<file path="src/verilog/obj_pkg.sv">
/*
    Sprite layer definitions
    Object table geometry, entry field layout, graphics ROM and
    line buffer widths, and the video timing of one line and frame
*/
package obj_pkg;

    // Object table geometry
    localparam int OBJ_NUM   = 64;
    localparam int OBJ_WORDS = 4;
    localparam int WSEL_W    = 2;
    localparam int TBL_AW    = 8;
    localparam int TBL_DW    = 16;
    localparam int COPY_LEN  = OBJ_NUM * OBJ_WORDS;

    // Word order inside one entry
    localparam int W_YPOS = 0;
    localparam int W_XPOS = 1;
    localparam int W_CODE = 2;
    localparam int W_PAL  = 3;

    // Field positions and widths
    localparam int EN_BIT    = 15;
    localparam int POS_W     = 8;
    localparam int HFLIP_BIT = 8;
    localparam int CODE_W    = 12;
    localparam int PAL_W     = 4;

    // Sprite cell and graphics ROM
    localparam int OBJ_SIZE = 16;
    localparam int ROW_W    = 4;
    localparam int NIB_W    = 4;
    localparam int HALF_PIX = 8;
    localparam int PCNT_W   = 3;
    localparam int ROM_AW   = 17;
    localparam int ROM_DW   = 32;

    // Line buffer, palette then colour
    localparam int PXL_W   = 8;
    localparam int LINE_W  = 256;
    localparam int LINE_AW = 8;

    // Video timing
    localparam int LINE_CLKS   = 1280;
    localparam int PXL_DIV     = 4;
    localparam int LINE_PIX    = 320;
    localparam int FRAME_LINES = 264;

endpackage

</file>
<file path="src/verilog/obj_draw.sv">
/*
    Sprite draw engine
    Takes one descriptor at a time, fetches the two ROM halves of
    the sprite row and writes 16 pixels into the line buffer.
    Horizontal flip swaps the halves and the nibble order.
*/
module obj_draw (
    input  logic                        clk,
    input  logic                        arst_n,
    input  logic                        hinit,
    // Descriptor from scanner
    input  logic                        spr_valid,
    output logic                        spr_ready,
    input  logic [obj_pkg::POS_W-1:0]   spr_x,
    input  logic [obj_pkg::ROW_W-1:0]   spr_row,
    input  logic [obj_pkg::CODE_W-1:0]  spr_code,
    input  logic [obj_pkg::PAL_W-1:0]   spr_pal,
    input  logic                        spr_hflip,
    // Graphics ROM
    output logic                        rom_cs,
    output logic [obj_pkg::ROM_AW-1:0]  rom_addr,
    input  logic [obj_pkg::ROM_DW-1:0]  rom_data,
    input  logic                        rom_ok,
    // Line buffer writes
    output logic                        buf_we,
    output logic [obj_pkg::LINE_AW-1:0] buf_addr,
    output logic [obj_pkg::PXL_W-1:0]   buf_data
);

    typedef enum logic [1:0] {
        IDLE,
        FETCH,
        DRAW
    } state_t;

    state_t                     state;
    logic                       accept;
    logic                       half;
    logic [obj_pkg::PCNT_W-1:0] pcnt;
    logic [obj_pkg::PCNT_W-1:0] nsel;
    logic [obj_pkg::NIB_W-1:0]  nib;
    logic [obj_pkg::ROM_DW-1:0] gfx;

    // Latched descriptor
    logic [obj_pkg::POS_W-1:0]  x;
    logic [obj_pkg::ROW_W-1:0]  row;
    logic [obj_pkg::CODE_W-1:0] code;
    logic [obj_pkg::PAL_W-1:0]  pal;
    logic                       hflip;

    assign spr_ready = (state == IDLE);
    assign accept    = spr_valid && spr_ready;

    // Code, row, half select
    // Flipped sprites fetch the right half first
    assign rom_addr = {code, row, half ^ hflip};

    // Unflipped rows start at the top nibble
    assign nsel = hflip ? pcnt : ~pcnt;
    assign nib  = gfx[nsel*obj_pkg::NIB_W +: obj_pkg::NIB_W];

    always_ff @(posedge clk or negedge arst_n) begin
        if (!arst_n) begin
            state  <= IDLE;
            rom_cs <= 1'b0;
            half   <= 1'b0;
            pcnt   <= '0;
            buf_we <= 1'b0;
        end else if (hinit) begin
            // Line over, drop the sprite in progress
            state  <= IDLE;
            rom_cs <= 1'b0;
            buf_we <= 1'b0;
        end else begin
            buf_we <= 1'b0;
            case (state)
                IDLE: begin
                    if (accept) begin
                        state  <= FETCH;
                        rom_cs <= 1'b1;
                        half   <= 1'b0;
                    end
                end
                FETCH: begin
                    // Request held until the ROM answers
                    if (rom_ok) begin
                        state  <= DRAW;
                        rom_cs <= 1'b0;
                        pcnt   <= '0;
                    end
                end
                DRAW: begin
                    // Colour 0 is transparent
                    buf_we <= (nib != '0);
                    pcnt   <= pcnt + 1'b1;
                    if (pcnt == '1) begin
                        if (!half) begin
                            half   <= 1'b1;
                            state  <= FETCH;
                            rom_cs <= 1'b1;
                        end else begin
                            state <= IDLE;
                        end
                    end
                end
                default: state <= IDLE;
            endcase
        end
    end

    always_ff @(posedge clk) begin
        if (accept) begin
            x     <= spr_x;
            row   <= spr_row;
            code  <= spr_code;
            pal   <= spr_pal;
            hflip <= spr_hflip;
        end
        if (state == FETCH && rom_ok) begin
            gfx <= rom_data;
        end
        // Column wraps at 256
        buf_addr <= x + {{(obj_pkg::LINE_AW-obj_pkg::PCNT_W-1){1'b0}}, half, pcnt};
        buf_data <= {pal, nib};
    end

endmodule

</file>
<file path="config.mk">
export PLATFORM = sky130hd
export DESIGN_NAME = obj_draw
export DESIGN_NICKNAME = d
export VERILOG_FILES = /design/src/verilog/obj_pkg.sv /design/src/verilog/obj_draw.sv
export SDC_FILE = /design/constraint.sdc
export NUM_CORES = 1
export LEC_CHECK = 0
export ABC_AREA = 1
export BUFFER_PORTS_ARGS = -buffer_cell sky130_fd_sc_hd__buf_4
export CAP_MARGIN = 40
export CORE_MARGIN = 4
export CORE_UTILIZATION = 55
export CTS_CLUSTER_SIZE = 20
export DETAILED_ROUTE_END_ITERATION = 12
export MAX_ROUTING_LAYER = met4
export PLACE_DENSITY = 0.85
export SYNTH_ARGS = -nofsm -noshare
export SYNTH_HDL_FRONTEND = slang
export SYNTH_SLANG_ARGS = --single-unit
</file>
<file path="constraint.sdc">
create_clock -name clk -period 4 [get_ports clk]
set_clock_uncertainty 0.2 [all_clocks]
set_input_delay 0.4 -clock clk [delete_from_list [all_inputs] [get_ports clk]]
set_output_delay 0.4 -clock clk [all_outputs]
set_load 0.03 [all_outputs]
</file>
==> results of run 1 <==
[routing by layer]
layer | vias to the layer above | track usage, % | share of wire (%)
met5 | - | - | 0
met4 | 0 | 7.48 | 2.7
met3 | 23 | 6.44 | 6.1
met2 | 140 | 37.5 | 56
met1 | 1233 | 22.8 | 36
li1 | 1216 | - | -
[worst min-delay path by stage]
stage                                  end  slack [ns]  cells past startpoint
after floorplan           buf_we$_DFF_PN0_        -0.1                      0
after global placement    half$_DFFE_PN0P_        0.02                      1
after detailed placement  half$_DFFE_PN0P_        0.03                      1
after CTS                 pal[1]$_DFFE_PP_    0.000006                      1
after global routing      gfx[3]$_DFFE_PP_       0.008                      1
final                     gfx[3]$_DFFE_PP_        0.02                      1
[where the power goes]
part / switching, W / internal (W) / total, W
registers: 0.000107 / 0.00119 / 0.00130
clock network: 0.000334 / 0.000354 / 0.000688
logic: 0.000773 / 0.000453 / 0.00123
total: 0.00121 / 0.00200 / 0.00321
[layout by cell type (no fill, tap or decap)]
master         count
nand2_1           43
clkbuf_8           9
buf_4            101
nor3_1             1
dfxtp_1           16
inv_1             43
nand2_2            3
clkinv_4           2
o211ai_1           1
dfrtp_1            8
dlygate4sd3_1     48
a21oi_1            3
o21ai_0            9
or2_2              1
bufinv_16          2
o22ai_1            2
nand2_4            2
nand3_1           40
fa_1               1
xor2_1             3
xnor2_1            3
clkinvlp_4         1
edfxtp_1          61
a211oi_1           1
ha_1              11
inv_2              2
xor2_2             1
buf_16             2
nand3b_1           1
inv_4              1
clkinv_1           1
inv_6              1
a21boi_0           1
nor2_1             9
[worst max-delay path, delay by kind of cell, from the launching register on]
| kind | cells | cell delay [ns] |
|---|---|---|
| buf+inv | 3 | 0.79 |
| fa+ha+maj | 1 | 0.27 |
| simple gates | 1 | 0.09 |
| flops | 1 | 0.42 |
[state kept, by name, indices dropped and copies added (netlist names)]
signal	cells
gfx	32
code	12
buf_addr	8
buf_data	8
x	8
pal	4
row	4
pcnt	3
state	2
buf_we	1
half	1
hflip	1
rom_cs	1
[stage by stage]
stage	instances	total power [W]	cell area [sq um]	hold WS [ns]
6_report	509	0.00321	4910	0.0169
2_1_floorplan	271	0.00205	3340	-0.0956
3_3_place_gp	443	0.00238	4160	0.0231
5_1_grt	509	0.00338	4910	0.00842
4_1_cts	477	0.00315	4590	0.00000638
3_5_place_dp	445	0.00246	4210	0.0256
[timing repair]
item                      in CTS  in global routing
hold buffers                  16                 32
hold endpoints to repair      23                 32
setup buffers                  0                  0
[kinds of logic (layout without fill, tap and decap cells)]
family          count (synthesis)  in the layout  share of synthesized area [%]
flops                          85             85                           70.4
simple gates                  100            100                           13.6
compound gates                 17             17                           2.85
buf+inv                        50            213                           6.36
xor+xnor                        7              7                           2.06
fa+ha+maj                      12             12                           4.72
[final cells by class]
| class | instances | area, sq um |
|---|---|---|
| Clock buffer | 9 | 124 |
| Clock inverter | 7 | 97.6 |
| Fill cell | 282 | 1010 |
| Inverter | 46 | 175 |
| Multi-Input combinational cell | 136 | 777 |
| Sequential cell | 85 | 2350 |
| Tap cell | 75 | 93.8 |
| Timing Repair Buffer | 151 | 1290 |
==> results.toml, run 1 <==
[synth]
synth_warnings = 0
synth_top_area_share_pct = 54.8
yosys.area.top_type = "edfxtp_1"
yosysUniqueCellTypes = 27
synth_most_common_cell = "edfxtp_1"
synthTopCellsByCount = "61 x edfxtp_1, 43 x inv_1, 43 x nand2_1"
synthFlopType = "edfxtp_1"
avgSynthCellArea_sq_um = 12.3
syn_inst = 271
synth-seq-cells = 85
ys_seq_area_share_pct = 70.4
synthTopCellsByArea = "edfxtp_1 55%, dfxtp_1 9.6%, dfrtp_1 6.0%"
synth_edf_count = 61
synth_fp_nets = 349
synthArstFlopShare_pct = 9.41
syn_area_sq_um = 3340

[cells_and_area]
antennaDiodeCount = 0
final_net_count = 507
fin_util_pct = 83.0
area_growth_pct = 47.0
drive_gt1_share_pct = 29.5

[drt]
remaining_drc_errors = 0
first_pass_iters = 5
wirelength_um = 8860
vias_per_cell = 5.13
postRouteAntennaNets = 0
wire_per_inst_um = 17.4
num_vias = 2612
drt_iter0_drc = 198

[timing]
max_freq_mhz = 485
setup_viol = 0
setup_ws_ns = 1.94
fin_crit_sh_pct = 51.6
rsz0062_at_grt = "false"
worst_pin_slew_ns = 0.589
fin_crit_ns = 2.06
relSlewSlack_pct = 60.7
final-hold-violation-count = 0
setup-tns-final_ns = 0
slew_viol_final = 0

[setup_path]
end_kind = "flip-flop"
r2r_start = "state[0]$_DFFE_PN0P_"
cp_slowest_stage_delay_ns = 0.45
slowest_stage = "inv_1"
critPathArrivalTime_ns = 1.94
r2r_cells = 5
crit_type = "flip-flop to flip-flop"
startpoint = "state[0]$_DFFE_PN0P_"
path_common_cell = "inv_1"
cp_max_fo = 17
start_kind = "flip-flop"
crit_path_end = "pal[2]$_DFFE_PP_"
rrSetupSlack_ns = 1.94
worstPathRequired_ns = 3.87
reg2reg_to = "pal[2]$_DFFE_PP_"
path_cells = "inv_1 > ha_1 > nand2_1 > inv_1 > buf_16"

[floorplanning]
die_y_um = 86.0
die_x_um = 86.0
core.rowCount = 28
ioPinCount = 102
die-area_sq_um = 7390
core_area_sq_um = 5920
initial_core_util_pct = 56.4

[clocking]
clkTransAtPathRegs_ns = 0.09
cts.path.max_buffers = 2
numCtsBuffers = 9
htreeDepth = 3
cts-resized-gates = 0
cts_sinks = 85
cts_tree = "done"
root_buffer = "clkbuf_8"
insertion_delay_ns = 0.36

[hold_path]
hold_start = "rom_data[3]"
hold_path_class = "input pin to flip-flop"

[run_status]
status = "finished clean"

[placed_design]
portBuffers = 101
post-place-ws_ns = 1.96
dp_hpwl_um = 5060
place_congestion = 0.829

[global_routing]
grt_pass1_vias = 2444
grt_max_degree = 26
grt_antenna_before_repair = 0
grt_pass1_wl_um = 11400
grt_overflow = 0
grt_usage_pct = 21.4

[power_and_ir_drop]
p_leak_nw = 2.22
worst_ir_drop_vdd_mv = 0.402
p_per_area_nw_per_um2 = 654

[run]
cap_viol_max_count = 0
(Power assumes the default switching activity.)
==> run 2, diff against run 1 <==
Settings changed: CORE_UTILIZATION 55 to 51, PLACE_DENSITY 0.85 to 0.79.
Clock period 4 ns to 1.9 ns, I/O delays scaled along.
==> run 2 against run 1 <==
  * Wire length is 4.5% higher
  * Cell count is 5.3% higher
  * Largest cell class unchanged
  * Die area is 7.1% higher
  * Global-route usage is 2.4 points higher
  * Utilization is 1.5 points lower
  * Register-to-register slack worse by 1.9 ns
  * Clock power is 92% higher
  * Non-clock buffer count is 25 higher
  * Count of clock-buffer cells in the layout stayed put
  * Via count is 2.3% higher
  * Power is 110% higher
  * Critical path type is now flip-flop to primary output
==> results.toml, run 2 (same netlist as run 1, synthesis figures left out) <==
[run_status]
status = "finished clean"

[clocking]
clkTransAtPathRegs_ns = 0.09
cts.path.max_buffers = 2
htreeDepth = 3
insertion_delay_ns = 0.36
cts_tree = "done"
root_buffer = "clkbuf_8"
cts_sinks = 85
numCtsBuffers = 9

[cells_and_area]
largest_register_ffs = 32
final_cells = 536
top_regs = "gfx: 32 flops, code: 12 flops"
largest-register = "gfx"
final_cell_mix = "110 x buf_4, 64 x dlygate4sd3_1, 61 x edfxtp_1"
fin_util_pct = 81.5
final_net_count = 532
drive_gt1_share_pct = 32.5
final_common_cell = "buf_4"
area_growth_pct = 54.8
antennaDiodeCount = 0

[global_routing]
grt_overflow = 0
grt_max_degree = 30
grt_pass1_vias = 2692
use_met2_pct = 42.0
grt_antenna_before_repair = 0
use_met1_pct = 25.3
grt_usage_pct = 23.8
grt_pass1_wl_um = 13200
grt-busiest-layer = "met2"
met3_usage_pct = 5.16

[timing]
worst_pin_slew_ns = 0.400
rsz0062_at_grt = "true"
max_freq_mhz = 531
fin_crit_ns = 1.88
final-hold-violation-count = 0
setup_viol = 0
fin_crit_sh_pct = 99.1
relSlewSlack_pct = 73.3
slew_viol_final = 0

[drt]
wirelength_um = 9260
first_pass_iters = 4
remaining_drc_errors = 0
vias_per_cell = 4.98
num_vias = 2671
wire_per_inst_um = 17.3
drt_iter0_drc = 285
postRouteAntennaNets = 0

[placed_design]
dp_hpwl_um = 4910
place_congestion = 0.879
portBuffers = 101
place_inst = 452

[setup_path]
path_common_cell = "buf_4"
path_cells = "buf_4 > xor2_1 > buf_4"
slowest_stage = "edfxtp_1"
r2r_start = "hflip$_DFFE_PP_"
crit_type = "flip-flop to primary output"
end_kind = "primary output"
start_kind = "flip-flop"
reg2reg_to = "buf_we$_DFF_PN0_"
critPathArrivalTime_ns = 1.49
worstPathRequired_ns = 1.51
cp_max_fo = 6
rrSetupSlack_ns = 0.03
r2r_cells = 10
path_buf_inv = 2
cp_slowest_stage_delay_ns = 0.57
crit_family = "flip-flops"

[power_and_ir_drop]
comb_power_share_pct = 41.3
p_int_w = 0.00422
p_sw_w = 0.00265
p_sw_share_pct = 38.6
p_per_area_nw_per_um2 = 1330
p_leak_nw = 2.30
finalPower_w = 0.00687
seqPwrFrac_pct = 39.4
worst_ir_drop_vdd_mv = 1.06
p_clk_share_pct = 19.2

[hold_path]
min_to = "state[1]$_DFFE_PN0P_"
whs_path_depth = 4
hold_start = "spr_valid"
hold_path_class = "input pin to flip-flop"

[floorplanning]
die-area_sq_um = 7910
die_x_um = 89.0
core_area_sq_um = 6350
initial_core_util_pct = 52.6
die_y_um = 89.0
core.rowCount = 29
ioPinCount = 102

[run]
cap_viol_max_count = 0
-- run 2: changes by cell type in the layout (fill, tap and decap cells not counted), sizes merged --
cell,previous run,this run
dlygate4sd3,48,64
buf,103,112
clkinvlp,1,4
bufinv,2,1
clkinv,3,2
inv,47,46
-- run 2: power groups by stage --
stage / clock (W) / sequential [W] / combinational, W
3_5_place_dp: 0 / 0.00272 / 0.00248
4_1_cts: 0.00128 / 0.00269 / 0.00261
6_report: 0.00132 / 0.00271 / 0.00284
3_3_place_gp: 0 / 0.00271 / 0.00243
5_1_grt: 0.00141 / 0.00275 / 0.00306
2_1_floorplan: 0 / 0.00315 / 0.00119
-- run 2: worst max-delay path by stage --
stage	endpoint	cells past startpoint	from	slack (ns)
finish	rom_addr[0]	3	hflip$_DFFE_PP_	0.02
detailed placement	buf_addr[6]$_DFF_P_	6	pcnt[0]$_DFFE_PN0P_	0.02
CTS	buf_addr[7]$_DFF_P_	6	pcnt[2]$_DFFE_PN0P_	0.05
global placement	buf_addr[6]$_DFF_P_	6	pcnt[0]$_DFFE_PN0P_	0.08
floorplan	code[0]$_DFFE_PP_	4	state[0]$_DFFE_PN0P_	0.07
global route	buf_we$_DFF_PN0_	11	pcnt[0]$_DFFE_PN0P_	-0.06
-- run 2: stage by stage --
stage               cell area [sq um]  TNS, ns  hold slack [ns]  setup WS, ns
finish                           5170        0           0.0663        0.0180
global placement                 4250        0           -0.185        0.0804
floorplan                        3350        0           -0.306        0.0664
global route                     5170   -0.179            0.121       -0.0566
detailed placement               4250        0           -0.182        0.0221
CTS                              5080        0           0.0507        0.0526
-- run 2: final cells by class --
cell class	instances	area (sq um)
flip-flops and latches	85	2350
well taps	77	96.3
multi-input cells	136	832
repair buffers	176	1510
fillers	314	1180
clock buffers	9	124
inverters	46	188
clock inverters	7	73.8
-- run 2: timing repair --
action	4_1_cts	5_1_grt
pin swaps	0	3
setup buffers	0	4
endpoints found under the setup margin	1	35
hold endpoints to repair	73	0
gates resized for setup	1	17
hold buffers	64	0
-- run 2: layer usage --
layer | vias to the layer above | part of all wire (%)
met1 | 1254 | 36
met4 | 0 | 4.1
met2 | 118 | 55
met3 | 30 | 5.1
met5 | - | 0
li1 | 1269 | -
-- run 2: worst min-delay path, cell delays in order --
cell and delay, ns:
buf_4 0.09, o211ai_1 0.11, nand2_1 0.12, o21ai_0 0.08
