$ cat src/verilog/obj_pkg.sv
/*
    Sprite layer definitions
    Object table geometry, entry field layout, graphics ROM and
    line buffer widths, and the video timing of one line and frame
*/
package obj_pkg;

    // Object table geometry
    localparam int OBJ_NUM   = 64;
    localparam int OBJ_WORDS = 4;
    localparam int WSEL_W    = 2;
    localparam int TBL_AW    = 8;
    localparam int TBL_DW    = 16;
    localparam int COPY_LEN  = OBJ_NUM * OBJ_WORDS;

    // Word order inside one entry
    localparam int W_YPOS = 0;
    localparam int W_XPOS = 1;
    localparam int W_CODE = 2;
    localparam int W_PAL  = 3;

    // Field positions and widths
    localparam int EN_BIT    = 15;
    localparam int POS_W     = 8;
    localparam int HFLIP_BIT = 8;
    localparam int CODE_W    = 12;
    localparam int PAL_W     = 4;

    // Sprite cell and graphics ROM
    localparam int OBJ_SIZE = 16;
    localparam int ROW_W    = 4;
    localparam int NIB_W    = 4;
    localparam int HALF_PIX = 8;
    localparam int PCNT_W   = 3;
    localparam int ROM_AW   = 17;
    localparam int ROM_DW   = 32;

    // Line buffer, palette then colour
    localparam int PXL_W   = 8;
    localparam int LINE_W  = 256;
    localparam int LINE_AW = 8;

    // Video timing
    localparam int LINE_CLKS   = 1280;
    localparam int PXL_DIV     = 4;
    localparam int LINE_PIX    = 320;
    localparam int FRAME_LINES = 264;

endpackage

$ cat src/verilog/obj_scan.sv
/*
    Sprite line scanner
    At each line start, walks the shadow table for the next line
    and offers every visible entry as a descriptor to the draw
    engine over valid/ready.
*/
module obj_scan (
    input  logic                       clk,
    input  logic                       arst_n,
    input  logic                       hinit,
    input  logic [obj_pkg::POS_W-1:0]  vdump,
    // Shadow table
    output logic [obj_pkg::TBL_AW-1:0] tbl_addr,
    input  logic [obj_pkg::TBL_DW-1:0] tbl_dout,
    // Descriptor to draw engine
    output logic                       spr_valid,
    input  logic                       spr_ready,
    output logic [obj_pkg::POS_W-1:0]  spr_x,
    output logic [obj_pkg::ROW_W-1:0]  spr_row,
    output logic [obj_pkg::CODE_W-1:0] spr_code,
    output logic [obj_pkg::PAL_W-1:0]  spr_pal,
    output logic                       spr_hflip
);

    logic                       scan_on;
    logic                       stall;
    logic                       rd_ok;
    logic [obj_pkg::TBL_AW-1:0] ptr;
    logic [obj_pkg::WSEL_W-1:0] rd_w;
    logic [obj_pkg::POS_W-1:0]  target;
    logic [obj_pkg::POS_W-1:0]  dy;
    logic                       hit;

    // Entry fields gathered word by word
    logic                       ent_en;
    logic [obj_pkg::POS_W-1:0]  ent_y;
    logic [obj_pkg::POS_W-1:0]  ent_x;
    logic                       ent_hflip;
    logic [obj_pkg::CODE_W-1:0] ent_code;

    // Pointer is entry index then word select
    assign tbl_addr = ptr;
    assign stall    = spr_valid && !spr_ready;
    // Row inside the sprite, wraps past line 255
    assign dy       = target - ent_y;
    // Decided when the palette word arrives
    assign hit = rd_ok && (rd_w == obj_pkg::W_PAL) && ent_en && (dy < obj_pkg::OBJ_SIZE);

    always_ff @(posedge clk or negedge arst_n) begin
        if (!arst_n) begin
            scan_on   <= 1'b0;
            ptr       <= '0;
            rd_ok     <= 1'b0;
            rd_w      <= '0;
            spr_valid <= 1'b0;
        end else if (hinit) begin
            // Unfinished walk is dropped
            scan_on   <= 1'b1;
            ptr       <= '0;
            rd_ok     <= 1'b0;
            spr_valid <= 1'b0;
        end else begin
            // Held address during a stall is not captured twice
            rd_ok <= scan_on && !stall;
            rd_w  <= ptr[obj_pkg::WSEL_W-1:0];
            if (scan_on && !stall) begin
                ptr <= ptr + 1'b1;
                // Last word of entry 63 issued
                if (ptr == '1) begin
                    scan_on <= 1'b0;
                end
            end
            if (hit) begin
                spr_valid <= 1'b1;
            end else if (spr_ready) begin
                spr_valid <= 1'b0;
            end
        end
    end

    always_ff @(posedge clk) begin
        if (hinit) begin
            target <= vdump + 1'b1;
        end
        if (rd_ok) begin
            case (rd_w)
                obj_pkg::W_YPOS: begin
                    ent_en <= tbl_dout[obj_pkg::EN_BIT];
                    ent_y  <= tbl_dout[obj_pkg::POS_W-1:0];
                end
                obj_pkg::W_XPOS: begin
                    ent_x     <= tbl_dout[obj_pkg::POS_W-1:0];
                    ent_hflip <= tbl_dout[obj_pkg::HFLIP_BIT];
                end
                obj_pkg::W_CODE: begin
                    ent_code <= tbl_dout[obj_pkg::CODE_W-1:0];
                end
                default: ;
            endcase
        end
        // Palette comes straight from the table read
        if (hit) begin
            spr_x     <= ent_x;
            spr_row   <= dy[obj_pkg::ROW_W-1:0];
            spr_code  <= ent_code;
            spr_pal   <= tbl_dout[obj_pkg::PAL_W-1:0];
            spr_hflip <= ent_hflip;
        end
    end

endmodule

$ cat config.mk
export PLATFORM = sky130hd
export DESIGN_NAME = obj_scan
export DESIGN_NICKNAME = d
export VERILOG_FILES = /design/src/verilog/obj_pkg.sv /design/src/verilog/obj_scan.sv
export SDC_FILE = /design/constraint.sdc
export NUM_CORES = 1
export LEC_CHECK = 0
export ABC_AREA = 1
export ABC_CLOCK_PERIOD_IN_PS = 7200
export BUFFER_PORTS_ARGS = -buffer_cell sky130_fd_sc_hd__buf_2
export CAP_MARGIN = 30
export CORE_AREA = 5 5 92 115
export CTS_CLUSTER_DIAMETER = 80
export DETAILED_ROUTE_END_ITERATION = 8
export DIE_AREA = 0 0 97 120
export PLACE_DENSITY = 0.66
export SYNTH_ARGS = -nofsm -noshare
export SYNTH_HDL_FRONTEND = slang
export SYNTH_SLANG_ARGS = --single-unit
$ cat constraint.sdc
create_clock -name clk -period 7.2 [get_ports clk]
set_clock_uncertainty 0.05 [all_clocks]
set_input_delay 0.72 -clock clk [delete_from_list [all_inputs] [get_ports clk]]
set_output_delay 0.72 -clock clk [all_outputs]
set_load 0.1 [all_outputs]
==> results of run 1 <==
==> Yosys cell counts <==
| cell type | count |
|---|---|
| inv_1 | 37 |
| buf_4 | 1 |
| nand3_2 | 1 |
| a21oi_2 | 1 |
| nand3_1 | 12 |
| xor2_1 | 6 |
| nor2_2 | 3 |
| edfxtp_1 | 67 |
| nand4_1 | 2 |
| nand2_2 | 1 |
| xnor2_1 | 4 |
| a21oi_1 | 5 |
| nand2_1 | 44 |
| o31ai_1 | 1 |
| nor3_1 | 3 |
| dfrtp_1 | 13 |
| nor2_1 | 18 |
| ha_1 | 9 |
| or2_1 | 1 |
| fa_1 | 1 |
| o21ai_2 | 1 |
| nor3_4 | 1 |
| o21ai_0 | 6 |
| buf_2 | 1 |
| nor3b_2 | 1 |
| o21ai_1 | 1 |
==> sequential cells by signal, indices dropped and copies added (netlist names), 2 cells and up <==
register,flops
ent_code,12
spr_code,12
ent_x,8
ent_y,8
spr_x,8
target,8
tbl_addr,8
spr_pal,4
spr_row,4
rd_w,2
==> cells by family (layout without fill, tap and decap cells) <==
family          Yosys count  count (layout)  share of synthesized area [%]
compound gates           15              15                           2.67
xor+xnor                 10              10                           2.75
fa+ha+maj                10              10                           4.17
buf+inv                  39             118                           4.75
flops                    80              80                           73.4
simple gates             87              87                           12.3
==> worst reg2reg max path, cell delays in order, from the launching register on <==
cell and delay [ps]:
edfxtp_1 400, ha_1 230, fa_1 410, inv_1 100
nand2_1 50, nand2_1 80, a21oi_1 60, nor2_1 110
nand3_1 90, nor2_2 100, buf_4 340
==> layout by cell type, fill, tap and decap left out, drive strengths merged <==
cell	synthesis	layout
edfxtp	67	67
buf	2	65
nand2	45	45
inv	37	41
nor2	21	21
dfrtp	13	13
nand3	13	13
ha	9	9
clkbuf	0	9
o21ai	8	8
xor2	6	6
a21oi	6	6
xnor2	4	4
nor3	4	4
nand4	2	2
bufinv	0	2
or2	1	1
nor3b	1	1
o31ai	1	1
fa	1	1
clkinv	0	1
==> per-stage QoR <==
| stage | power, uW | setup WS (ps) | area, sq um | utilization, % | instances |
|---|---|---|---|---|---|
| 3_5_place_dp | 638 | 4800 | 3670 | 38.8 | 430 |
| 6_report | 1120 | 4840 | 4000 | 42.3 | 446 |
| 2_1_floorplan | 608 | 4590 | 3180 | - | 241 |
| 5_1_grt | 1180 | 4660 | 4000 | 42.3 | 446 |
| 4_1_cts | 1140 | 4780 | 4000 | 42.3 | 446 |
| 3_3_place_gp | 633 | 4830 | 3650 | 38.6 | 429 |
==> per-layer routing <==
layer / vias up / wire length, microns / part of all wire [%]
met5: - / 0 / 0
met2: 52 / 2710 / 51
met1: 874 / 2210 / 41
li1: 965 / - / -
met3: 8 / 352 / 6.6
met4: 0 / 78 / 1.5
==> area by class of cell <==
class / instances / area (sq um)
Fill cell: 899 / 5460
Sequential cell: 80 / 2340
Multi-Input combinational cell: 122 / 696
Timing Repair Buffer: 65 / 337
Clock buffer: 9 / 225
Tap cell: 126 / 158
Inverter: 37 / 139
Clock inverter: 7 / 109
==> final timing paths <==
kind / slack (ps) / cells past startpoint / start / endpoint
worst max register to register: 4840 / 10 / ent_y[0] / spr_code[3]
worst max-delay path: 4840 / 10 / ent_y[0] / spr_code[3]
worst min-delay path: 220 / 1 / arst_n / tbl_addr[6]
min in group clk: 370 / 0 / ent_code[6] / spr_code[6]
worst min register to register: 370 / 0 / ent_code[6] / spr_code[6]
max in group asynchronous: 6650 / 1 / arst_n / rd_ok
==> power by group through the flow <==
| stage | clock, uW | sequential (uW) | combinational, uW |
|---|---|---|---|
| floorplan | 0 | 552 | 55.8 |
| global placement | 0 | 541 | 91.9 |
| detailed placement | 0 | 541 | 96.4 |
| CTS | 511 | 531 | 96.9 |
| global route | 534 | 533 | 109 |
| finish | 498 | 531 | 95.1 |
==> reports/results.ini, run 1 <==
[run_status]
outcome=finished, final reports clean

[synth]
ys_seq_area_share_pct=73.4
ys_top_cells_by_area=edfxtp_1 (63%), dfrtp_1 (10%), nand2_1 (5.2%)
synth_top_area_cell=edfxtp_1
syn_inst=241
ys_warn_count=0
syn_nets=279
ys_ff_latch=80
syn_area_sq_um=3180
synthDistinctLibCells=26
yosys.area.top_type_share_pct=63.2
syn_avg_cell_area_sq_um=13.2

[worst_setup_path]
crit_family=adder cells
crit_top_cell=nand2_1
cp_slowest_cell=fa_1
path_cells=ha_1, fa_1, inv_1, nand2_1, nand2_1, a21oi_1, nor2_1, nand3_1, nor2_2, buf_4
worstSetupStartpointType=register
crit_buf_inv=2
cp_max_fo=30
endpoint_kind=register
crit_arrival_ps=2300
slowest_delay_ps=410
crit_type=register to register
worstPathRequired_ps=7140

[global_route]
grt_util_met2_pct=16.3
grt_start_max_net_pins=31
busiest_layer=met2
antenna_found_initial=0
overflow=0
grt_util_met3_pct=4.36
track_usage_pct=9.92
met1_usage_pct=11.3
grt_first_pass_wirelength_mm=9.11
grt_pass1_vias=1920

[cts]
cts_resized=0
clock_sinks=80
hold_buffers=0
cts_buffer_depth=2
clk_pin_slew_ps=60
clk_latency_ps=330
h-tree-depth=3
numCtsBuffers=9
cts_tree=done
clock-root-buffer=clkbuf_16
postCtsSetupBuffers=0

[timing]
tns_ps=0
rsz0062_at_grt=no
tightest_slew_ps=835
maxSlewViolCount=0
relSlewSlack_pct=44.1
hold-worst-slack_ps=217
report.final.setup_viol=0
max_freq_mhz=424
post-route-period-util_pct=32.8
finalCriticalPeriod_ps=2360
final_hold_viol_count=0

[floorplan]
floorplan.initialDensity_pct=33.7
core_sq_um=9460
die_w_microns=97
die-area_sq_um=11600
io_pins=66
fp.dieH_microns=120
rows=40

[final_layout]
insertedDiodeCount=0
drive_gt1_share_pct=28.1
area_growth_pct=25.6
fin_nets=353

[drt]
first_pass_iters=4
drc=0
wirelength_mm=5.35
vias=1899
wl_per_cell_microns=12.0
initialDrtViolationCount=59
avgViaCountPerCell=4.26
ant_nets=0

[pwr]
p_leak_uw=0.00168
ir_drop_uv=152
clock_power_share_pct=44.3
powerDensity_nw_per_um2=281
p_int_uw=867
pwr-share-seq_pct=47.2
share_comb_of_total_power_pct=8.5
switchingPower_uw=258
switching_share_pct=22.9

[place]
dp_hpwl_mm=4.12
numPortBuffers=62
gp_congestion=0.773

[min_path]
holdCritPathClass=input pin to async pin

[run]
cap_violations=0

(Power assumes the default switching activity.)
==> inputs of run 2 (changes only) <==
==> config.mk (replaced) <==
export PLATFORM = sky130hd
export DESIGN_NAME = obj_scan
export DESIGN_NICKNAME = d
export VERILOG_FILES = /design/src/verilog/obj_pkg.sv /design/src/verilog/obj_scan.sv
export SDC_FILE = /design/constraint.sdc
export NUM_CORES = 1
export LEC_CHECK = 0
export ABC_AREA = 0
export ABC_CLOCK_PERIOD_IN_PS = 1950
export BUFFER_PORTS_ARGS = -buffer_cell sky130_fd_sc_hd__buf_2
export CAP_MARGIN = 30
export CORE_AREA = 5 5 91 114
export CTS_CLUSTER_DIAMETER = 80
export DETAILED_ROUTE_END_ITERATION = 8
export DIE_AREA = 0 0 96 119
export PLACE_DENSITY = 0.68
export SYNTH_ARGS = -nofsm -noshare
export SYNTH_HDL_FRONTEND = slang
export SYNTH_SLANG_ARGS = --single-unit
==> constraint.sdc (replaced) <==
create_clock -name clk -period 1.95 [get_ports clk]
set_clock_uncertainty 0.05 [all_clocks]
set_input_delay 0.195 -clock clk [delete_from_list [all_inputs] [get_ports clk]]
set_output_delay 0.195 -clock clk [all_outputs]
set_load 0.1 [all_outputs]
==> run 2 against run 1 <==
The flow now finishes with violations (negative setup slack). Sequential power grew to 3.7 times the previous value. Power grew to 3.5 times the previous value. Synthesized cell count shrank 18%. Design area grew 3.4%. Hold slack lost 200 ps.
==> reports/results.ini, run 2 <==
[final_layout]
fill_cells=843  ; -6.2%
insertedDiodeCount=0  ; unchanged
final_area_sq_um=4140  ; +3.4%
drive_gt1_share_pct=38.9  ; +11 points
layout_commonest_cell=edfxtp_1
finalNonFillerCells=419  ; -6.1%
multi_input_area_sq_um=766  ; +10%
area_growth_pct=32.3
fin_util_pct=45.6  ; +3.3 points
fin_nets=329  ; -6.8%
layout_common_cells=edfxtp_1 (67), buf_2 (62), inv_1 (15), nor2_1 (12), buf_4 (11)
reg_top3=ent_code (12), spr_code (12)
seq_area_sq_um=2340  ; +0.27%

[worst_setup_path]
cp_slowest_cell=edfxtp_1
worstPathRequired_ps=1940  ; -5200 ps
crit_arrival_ps=2380  ; +80 ps
endpoint_kind=register
slowest_delay_ps=370  ; -40 ps
cp_max_fo=15  ; -50%
worstSetupStartpointType=register
path_cells=ha_2, fa_2, nand2b_4, a21oi_2, mux2i_1, o2111ai_2, nor3_4, buf_4, buf_12
worst-r2r-cell-count=9  ; -1
crit_type=register to register

[timing]
finalCriticalPeriod_ps=2390  ; +29.0 ps
tightest_slew_ps=525  ; -310 ps
relSlewSlack_pct=65.0  ; +21 points
setup_ws_ps=-438  ; -5280 ps
max_freq_mhz=419  ; -1.2%
rsz0062_at_grt=yes
final_hold_viol_count=0  ; unchanged
tns_ps=-12570  ; -12570 ps
report.final.setup_viol=30  ; +30
maxSlewViolCount=0  ; unchanged
post-route-period-util_pct=122  ; +90 points

[synth]
synthMostInstantiatedCell=edfxtp_1
synth_compound_area_share_pct=5.16  ; +2.5 points
synth_fa_ha_area_share_pct=4.24  ; +0.078 points
synthXorXnorAreaFrac_pct=4.20  ; +1.5 points
syn_nets=236  ; -15%
synth_top_area_cell=edfxtp_1
synth_simple_gate_area_share_pct=8.53  ; -3.7 points
syn_area_sq_um=3130  ; -1.8%
ys_ff_latch=80  ; unchanged
yosys.area.top_type_share_pct=64.4  ; +1.2 points
synthFlopType=edfxtp_1
synthDistinctLibCells=40  ; +54%
ys_top_cells_by_area=edfxtp_1 (64%), dfrtp_1 (10%), ha_1 (3.6%)
ys_seq_area_share_pct=74.8  ; +1.4 points
syn_inst=198  ; -18%
synthArstFlopShare_pct=16.3  ; unchanged
synth_edf_count=67  ; unchanged
synth_top_family_by_area=simple AND/OR/NAND/NOR gates
muxShareOfSynthArea_pct=1.04  ; +1.0 points
ys_warn_count=0  ; unchanged
synthTopCellsByCount=edfxtp_1 (67), inv_1 (15), dfrtp_1 (13)
syn_avg_cell_area_sq_um=15.8  ; +19%

[floorplan]
rows=39  ; -2.5%
die-area_sq_um=11400  ; -1.9%
fp.dieH_microns=119  ; -0.83%
floorplan.initialDensity_pct=34.4  ; +0.77 points
die_w_microns=96  ; -1.0%
io_pins=66  ; unchanged
core_sq_um=9080  ; -4.0%

[place]
postPlaceCellArea_sq_um=3720  ; +1.4%
gp_congestion=0.808  ; +4.6%
dp_hpwl_mm=3.86  ; -6.4%
dp_cells=393  ; -8.6%
numPortBuffers=62  ; unchanged
post-place-ws_ps=-468  ; -5260 ps

[cts]
cts_tree=done
clk_pin_slew_ps=60  ; about the same
clk_latency_ps=330  ; about the same
cts_buffer_depth=2  ; unchanged
clock-root-buffer=clkbuf_16
clock_sinks=80  ; unchanged
numCtsBuffers=9  ; unchanged
h-tree-depth=3  ; unchanged

[drt]
first_pass_iters=4  ; unchanged
initialDrtViolationCount=52  ; -12%
ant_nets=0  ; unchanged
vias=1821  ; -4.1%
avgViaCountPerCell=4.35  ; +2.1%
wl_per_cell_microns=12.9  ; +7.2%
wirelength_mm=5.39  ; +0.71%
drc=0  ; unchanged

[global_route]
overflow=0  ; unchanged
track_usage_pct=10.2  ; +0.30 points
antenna_found_initial=0  ; unchanged
grt_start_max_net_pins=22  ; -29%
grt_first_pass_wirelength_mm=8.65  ; -5.1%
grt_pass1_vias=1828  ; -4.8%

[run_status]
outcome=complete, but fails checks
violations=negative setup slack

[pwr]
p_leak_uw=0.00164  ; -2.9%
ir_drop_uv=380  ; +150%
powerDensity_nw_per_um2=954  ; +240%

[min_path]
holdCritPathClass=input pin to register
worstHoldPathCells=1

[run]
cap_violations=0  ; unchanged

[run 2: cell types whose count changed in the layout (fill, tap and decap cells not counted), moves of 6 or more]
cell	before	now
nor2_1	18	12
nand2_1	44	9
dlygate4sd3_1	0	6
buf_4	2	11
inv_1	37	15
[run 2: cell type report]
cell class                 instances  area share [%]
timing repair buffer              83            13.0
sequential                        80            56.7
tap                              123            3.72
multi-input combinational        102            18.5
inverter                          15            1.36
clock inverter                     7            1.30
clock buffer                       9            5.45
[run 2: report_power, final]
group / internal (uW) / switching, uW / total, uW / leakage, uW
clock: 871 / 661 / 1530 / 0.000129
sequential: 1940 / 30.1 / 1970 / 0.000777
combinational: 190 / 251 / 442 / 0.000731
[run 2: metal layers]
metal  part of all wire (%)  track usage, %
met2                     49            16.1
met1                     43            12.1
met4                    2.4            5.87
met3                    5.4            3.22
met5                      0               0
[run 2: kinds of logic after synthesis]
group,count (synthesis)
and+or+nand+nor,50
AOI/OAI and AO/OA,24
muxes,3
buffers and inverters,16
xor gates and xnor gates,15
DFF,80
adders and majority gates,10
[run 2: path summary, 6_finish.rpt]
path                       slack [ps]        start          end
max reg2reg                      -440     ent_y[0]  spr_code[9]
max                              -440     ent_y[0]  spr_code[9]
max in group asynchronous        1350       arst_n  tbl_addr[1]
min in group asynchronous         240       arst_n  tbl_addr[5]
min                                20  tbl_dout[4]     ent_y[4]
min reg2reg                       370    ent_hflip    spr_hflip
[run 2: what timing repair did]
action,4_1_cts,5_1_grt
hold endpoints to repair,19,0
setup endpoints to repair,30,30
gates resized for setup,3,0
pin swaps,3,1
hold buffers,6,0
gates cloned,1,1
setup buffers,3,0
[run 2: stage by stage]
| step | power (uW) | hold slack, ps |
|---|---|---|
| 4_1_cts | 4000 | 3.25 |
| 3_5_place_dp | 2440 | 50.7 |
| 3_3_place_gp | 2430 | 42.7 |
| 2_1_floorplan | 2280 | -151 |
| 5_1_grt | 4130 | 6.73 |
| 6_report | 3950 | 21.1 |
[run 2: worst max-delay path: cells and delay by family, from the launching register on]
kind	cells	cell delay, ps
multiplexers	1	220
buffers and inverters	2	290
AND/OR/NAND/NOR	2	320
AO/OA/AOI/OAI	2	320
adder cells (fa/ha/maj)	2	530
flip-flops	1	370
==> inputs of run 3 (changes only) <==
--- a/config.mk
+++ b/config.mk
@@ -13,6 +13,7 @@
 export CTS_CLUSTER_DIAMETER = 80
 export DETAILED_ROUTE_END_ITERATION = 8
 export DIE_AREA = 0 0 96 119
+export HOLD_SLACK_MARGIN = 0.1
 export PLACE_DENSITY = 0.68
 export SYNTH_ARGS = -nofsm -noshare
 export SYNTH_HDL_FRONTEND = slang
==> run 3 against run 2 <==
Register-to-register slack hardly changed. The flow still finishes with violations (negative setup slack). First-iteration DRC count is 63% higher. Sequential share of layout area is 1.3 points lower. Critical path type unchanged. Core utilization is 1.1 points higher. Final cell count is 2.4% higher. Global-route usage is 0.14 points higher. Setup slack worse by 5.0 ps. Design area is 2.4% higher. Critical path depth stayed put. Largest cell class unchanged.
==> reports/results.ini, run 3 (synthesis results as in run 2) <==
[run_status]
outcome=complete, but fails checks
violations=negative setup slack

[worst_setup_path]
r2r_start=ent_y[0]
worstPathRequired_ps=1940  ; about the same
slowest_delay_ps=370  ; about the same
cp_max_fo=15  ; unchanged
worstSetupStartpoint=ent_y[0]
cp_slowest_cell=edfxtp_1
endpoint_kind=register
worstSetupStartpointType=register
crit_type=register to register
crit_arrival_ps=2380  ; about the same
path_cells=ha_2, fa_2, nand2b_4, a21oi_2, mux2i_1, o2111ai_2, nor3_4, buf_4, buf_12

[global_route]
busiest_layer=met2
grt_pass1_vias=1861  ; +1.8%
grt_first_pass_wirelength_mm=8.81  ; +1.9%
antenna_found_initial=0  ; unchanged
grt_util_met3_pct=3.28  ; +0.063 points
grt_util_met2_pct=16.3  ; +0.17 points
overflow=0  ; unchanged
met1_usage_pct=12.3  ; +0.25 points
grt_start_max_net_pins=22  ; unchanged
track_usage_pct=10.4  ; +0.14 points

[final_layout]
layout_commonest_cell=edfxtp_1
reg_top3=ent_code (12), spr_code (12)
insertedDiodeCount=0  ; unchanged
final_area_sq_um=4240  ; +2.4%
area_growth_pct=35.5
fill_cells=837  ; -0.71%
layout_common_cells=edfxtp_1 (67), buf_2 (62), dlygate4sd3_1 (16), inv_1 (15), nor2_1 (12)
drive_gt1_share_pct=37.6  ; -1.3 points
fin_nets=339  ; +3.0%

[timing]
tightest_slew_ps=521  ; -3.75 ps
rsz0062_at_grt=yes
max_freq_mhz=418  ; -0.21%
maxSlewViolCount=0  ; unchanged
final_hold_viol_count=0  ; unchanged
setup_ws_ps=-443  ; -5.02 ps
relSlewSlack_pct=65.2  ; +0.25 points
post-route-period-util_pct=123  ; +0.26 points
finalCriticalPeriod_ps=2390  ; +5.02 ps
hold-worst-slack_ps=125  ; +104 ps
report.final.setup_viol=30  ; unchanged

[pwr]
p_int_uw=3020  ; +0.43%
powerDensity_nw_per_um2=935  ; -2.0%
switching_share_pct=23.8  ; -0.042 points
share_comb_of_total_power_pct=11.5  ; +0.3 points
p_leak_uw=0.00168  ; +2.6%
pwr-share-seq_pct=49.8  ; -0.2 points
clock_power_share_pct=38.7  ; about the same
ir_drop_uv=381  ; +0.20%
totalPowerFinal_uw=3960  ; +0.38%
switchingPower_uw=945  ; +0.20%

[cts]
clk_latency_ps=330  ; about the same
cts_tree=done
clock-root-buffer=clkbuf_16
cts_buffer_depth=2  ; unchanged
numCtsBuffers=9  ; unchanged
h-tree-depth=3  ; unchanged
clk_pin_slew_ps=60  ; about the same
clock_sinks=80  ; unchanged

[place]
numPortBuffers=62  ; unchanged
postPlaceCellArea_sq_um=3720  ; unchanged
post-place-ws_ps=-468  ; unchanged
dp_hpwl_mm=3.86  ; unchanged
gp_congestion=0.808  ; unchanged

[drt]
initialDrtViolationCount=85  ; +63%
drc=0  ; unchanged
avgViaCountPerCell=4.34  ; about the same
wl_per_cell_microns=12.7  ; -1.4%
wirelength_mm=5.44  ; +0.95%
first_pass_iters=4  ; unchanged
ant_nets=0  ; unchanged
vias=1864  ; +2.4%

[floorplan]
die-area_sq_um=11400  ; unchanged
io_pins=66  ; unchanged
rows=39  ; unchanged
floorplan.initialDensity_pct=34.4  ; unchanged
fp.dieH_microns=119  ; unchanged
core_sq_um=9080  ; unchanged
die_w_microns=96  ; unchanged

[min_path]
min_from=vdump[6]
holdCritPathClass=input pin to register

[run]
cap_violations=0  ; unchanged

run 3: worst max-delay path, delay by kind of cell (launching register included):
kind | cells | cell delay [ps]
mux | 1 | 230
flops | 1 | 370
compound gates | 2 | 320
fa+ha+maj | 2 | 530
simple gates | 2 | 320
buf+inv | 2 | 280
run 3: final timing paths:
| check | to | slack (ps) | cells after the start |
|---|---|---|---|
| max | spr_code[9] | -440 | 9 |
| min | target[6] | 120 | 2 |
| max reg2reg | spr_code[9] | -440 | 9 |
| min reg2reg | spr_hflip | 370 | 0 |
| max in group asynchronous | tbl_addr[1] | 1350 | 2 |
| min in group asynchronous | tbl_addr[5] | 240 | 2 |
run 3: timing repair:
| item | 4_1_cts | 5_1_grt |
|---|---|---|
| resized for setup | 3 | 0 |
| cloned | 1 | 1 |
| setup buffers | 3 | 0 |
| hold buffers | 16 | 0 |
| endpoints found under the hold margin | 49 | 0 |
| pin swaps | 3 | 1 |
| endpoints found under the setup margin | 30 | 30 |
run 3: final cells by class:
type / count / area [sq um] / area share [%]
Sequential cell: 80 / 2340 / 55.3
Clock inverter: 7 / 53.8 / 1.27
Timing Repair Buffer: 93 / 637 / 15.0
Inverter: 15 / 56.3 / 1.33
Multi-Input combinational cell: 102 / 766 / 18.1
Clock buffer: 9 / 225 / 5.32
Tap cell: 123 / 154 / 3.63
run 3: power by group through the flow:
stage	registers, uW	logic (uW)	clock network, uW
after floorplan	2050	234	0
final	1970	457	1530
after global placement	2000	424	0
after CTS	1970	462	1580
after global routing	1980	502	1670
after detailed placement	2010	431	0
run 3: routing by layer:
metal  vias to the layer above  wire length (microns)
met1                       868                   2290
met5                         -                      0
li1                        931                      -
met3                         9                    343
met4                         0                    130
met2                        56                   2680
run 3: metrics by stage:
| step | instances | TNS [ps] | utilization, % |
|---|---|---|---|
| floorplan | 198 | -23870 | - |
| global placement | 393 | -11970 | 41.0 |
| detailed placement | 393 | -13760 | 41.0 |
| CTS | 428 | -12650 | 46.4 |
| global route | 429 | -16280 | 46.7 |
| finish | 429 | -12720 | 46.7 |
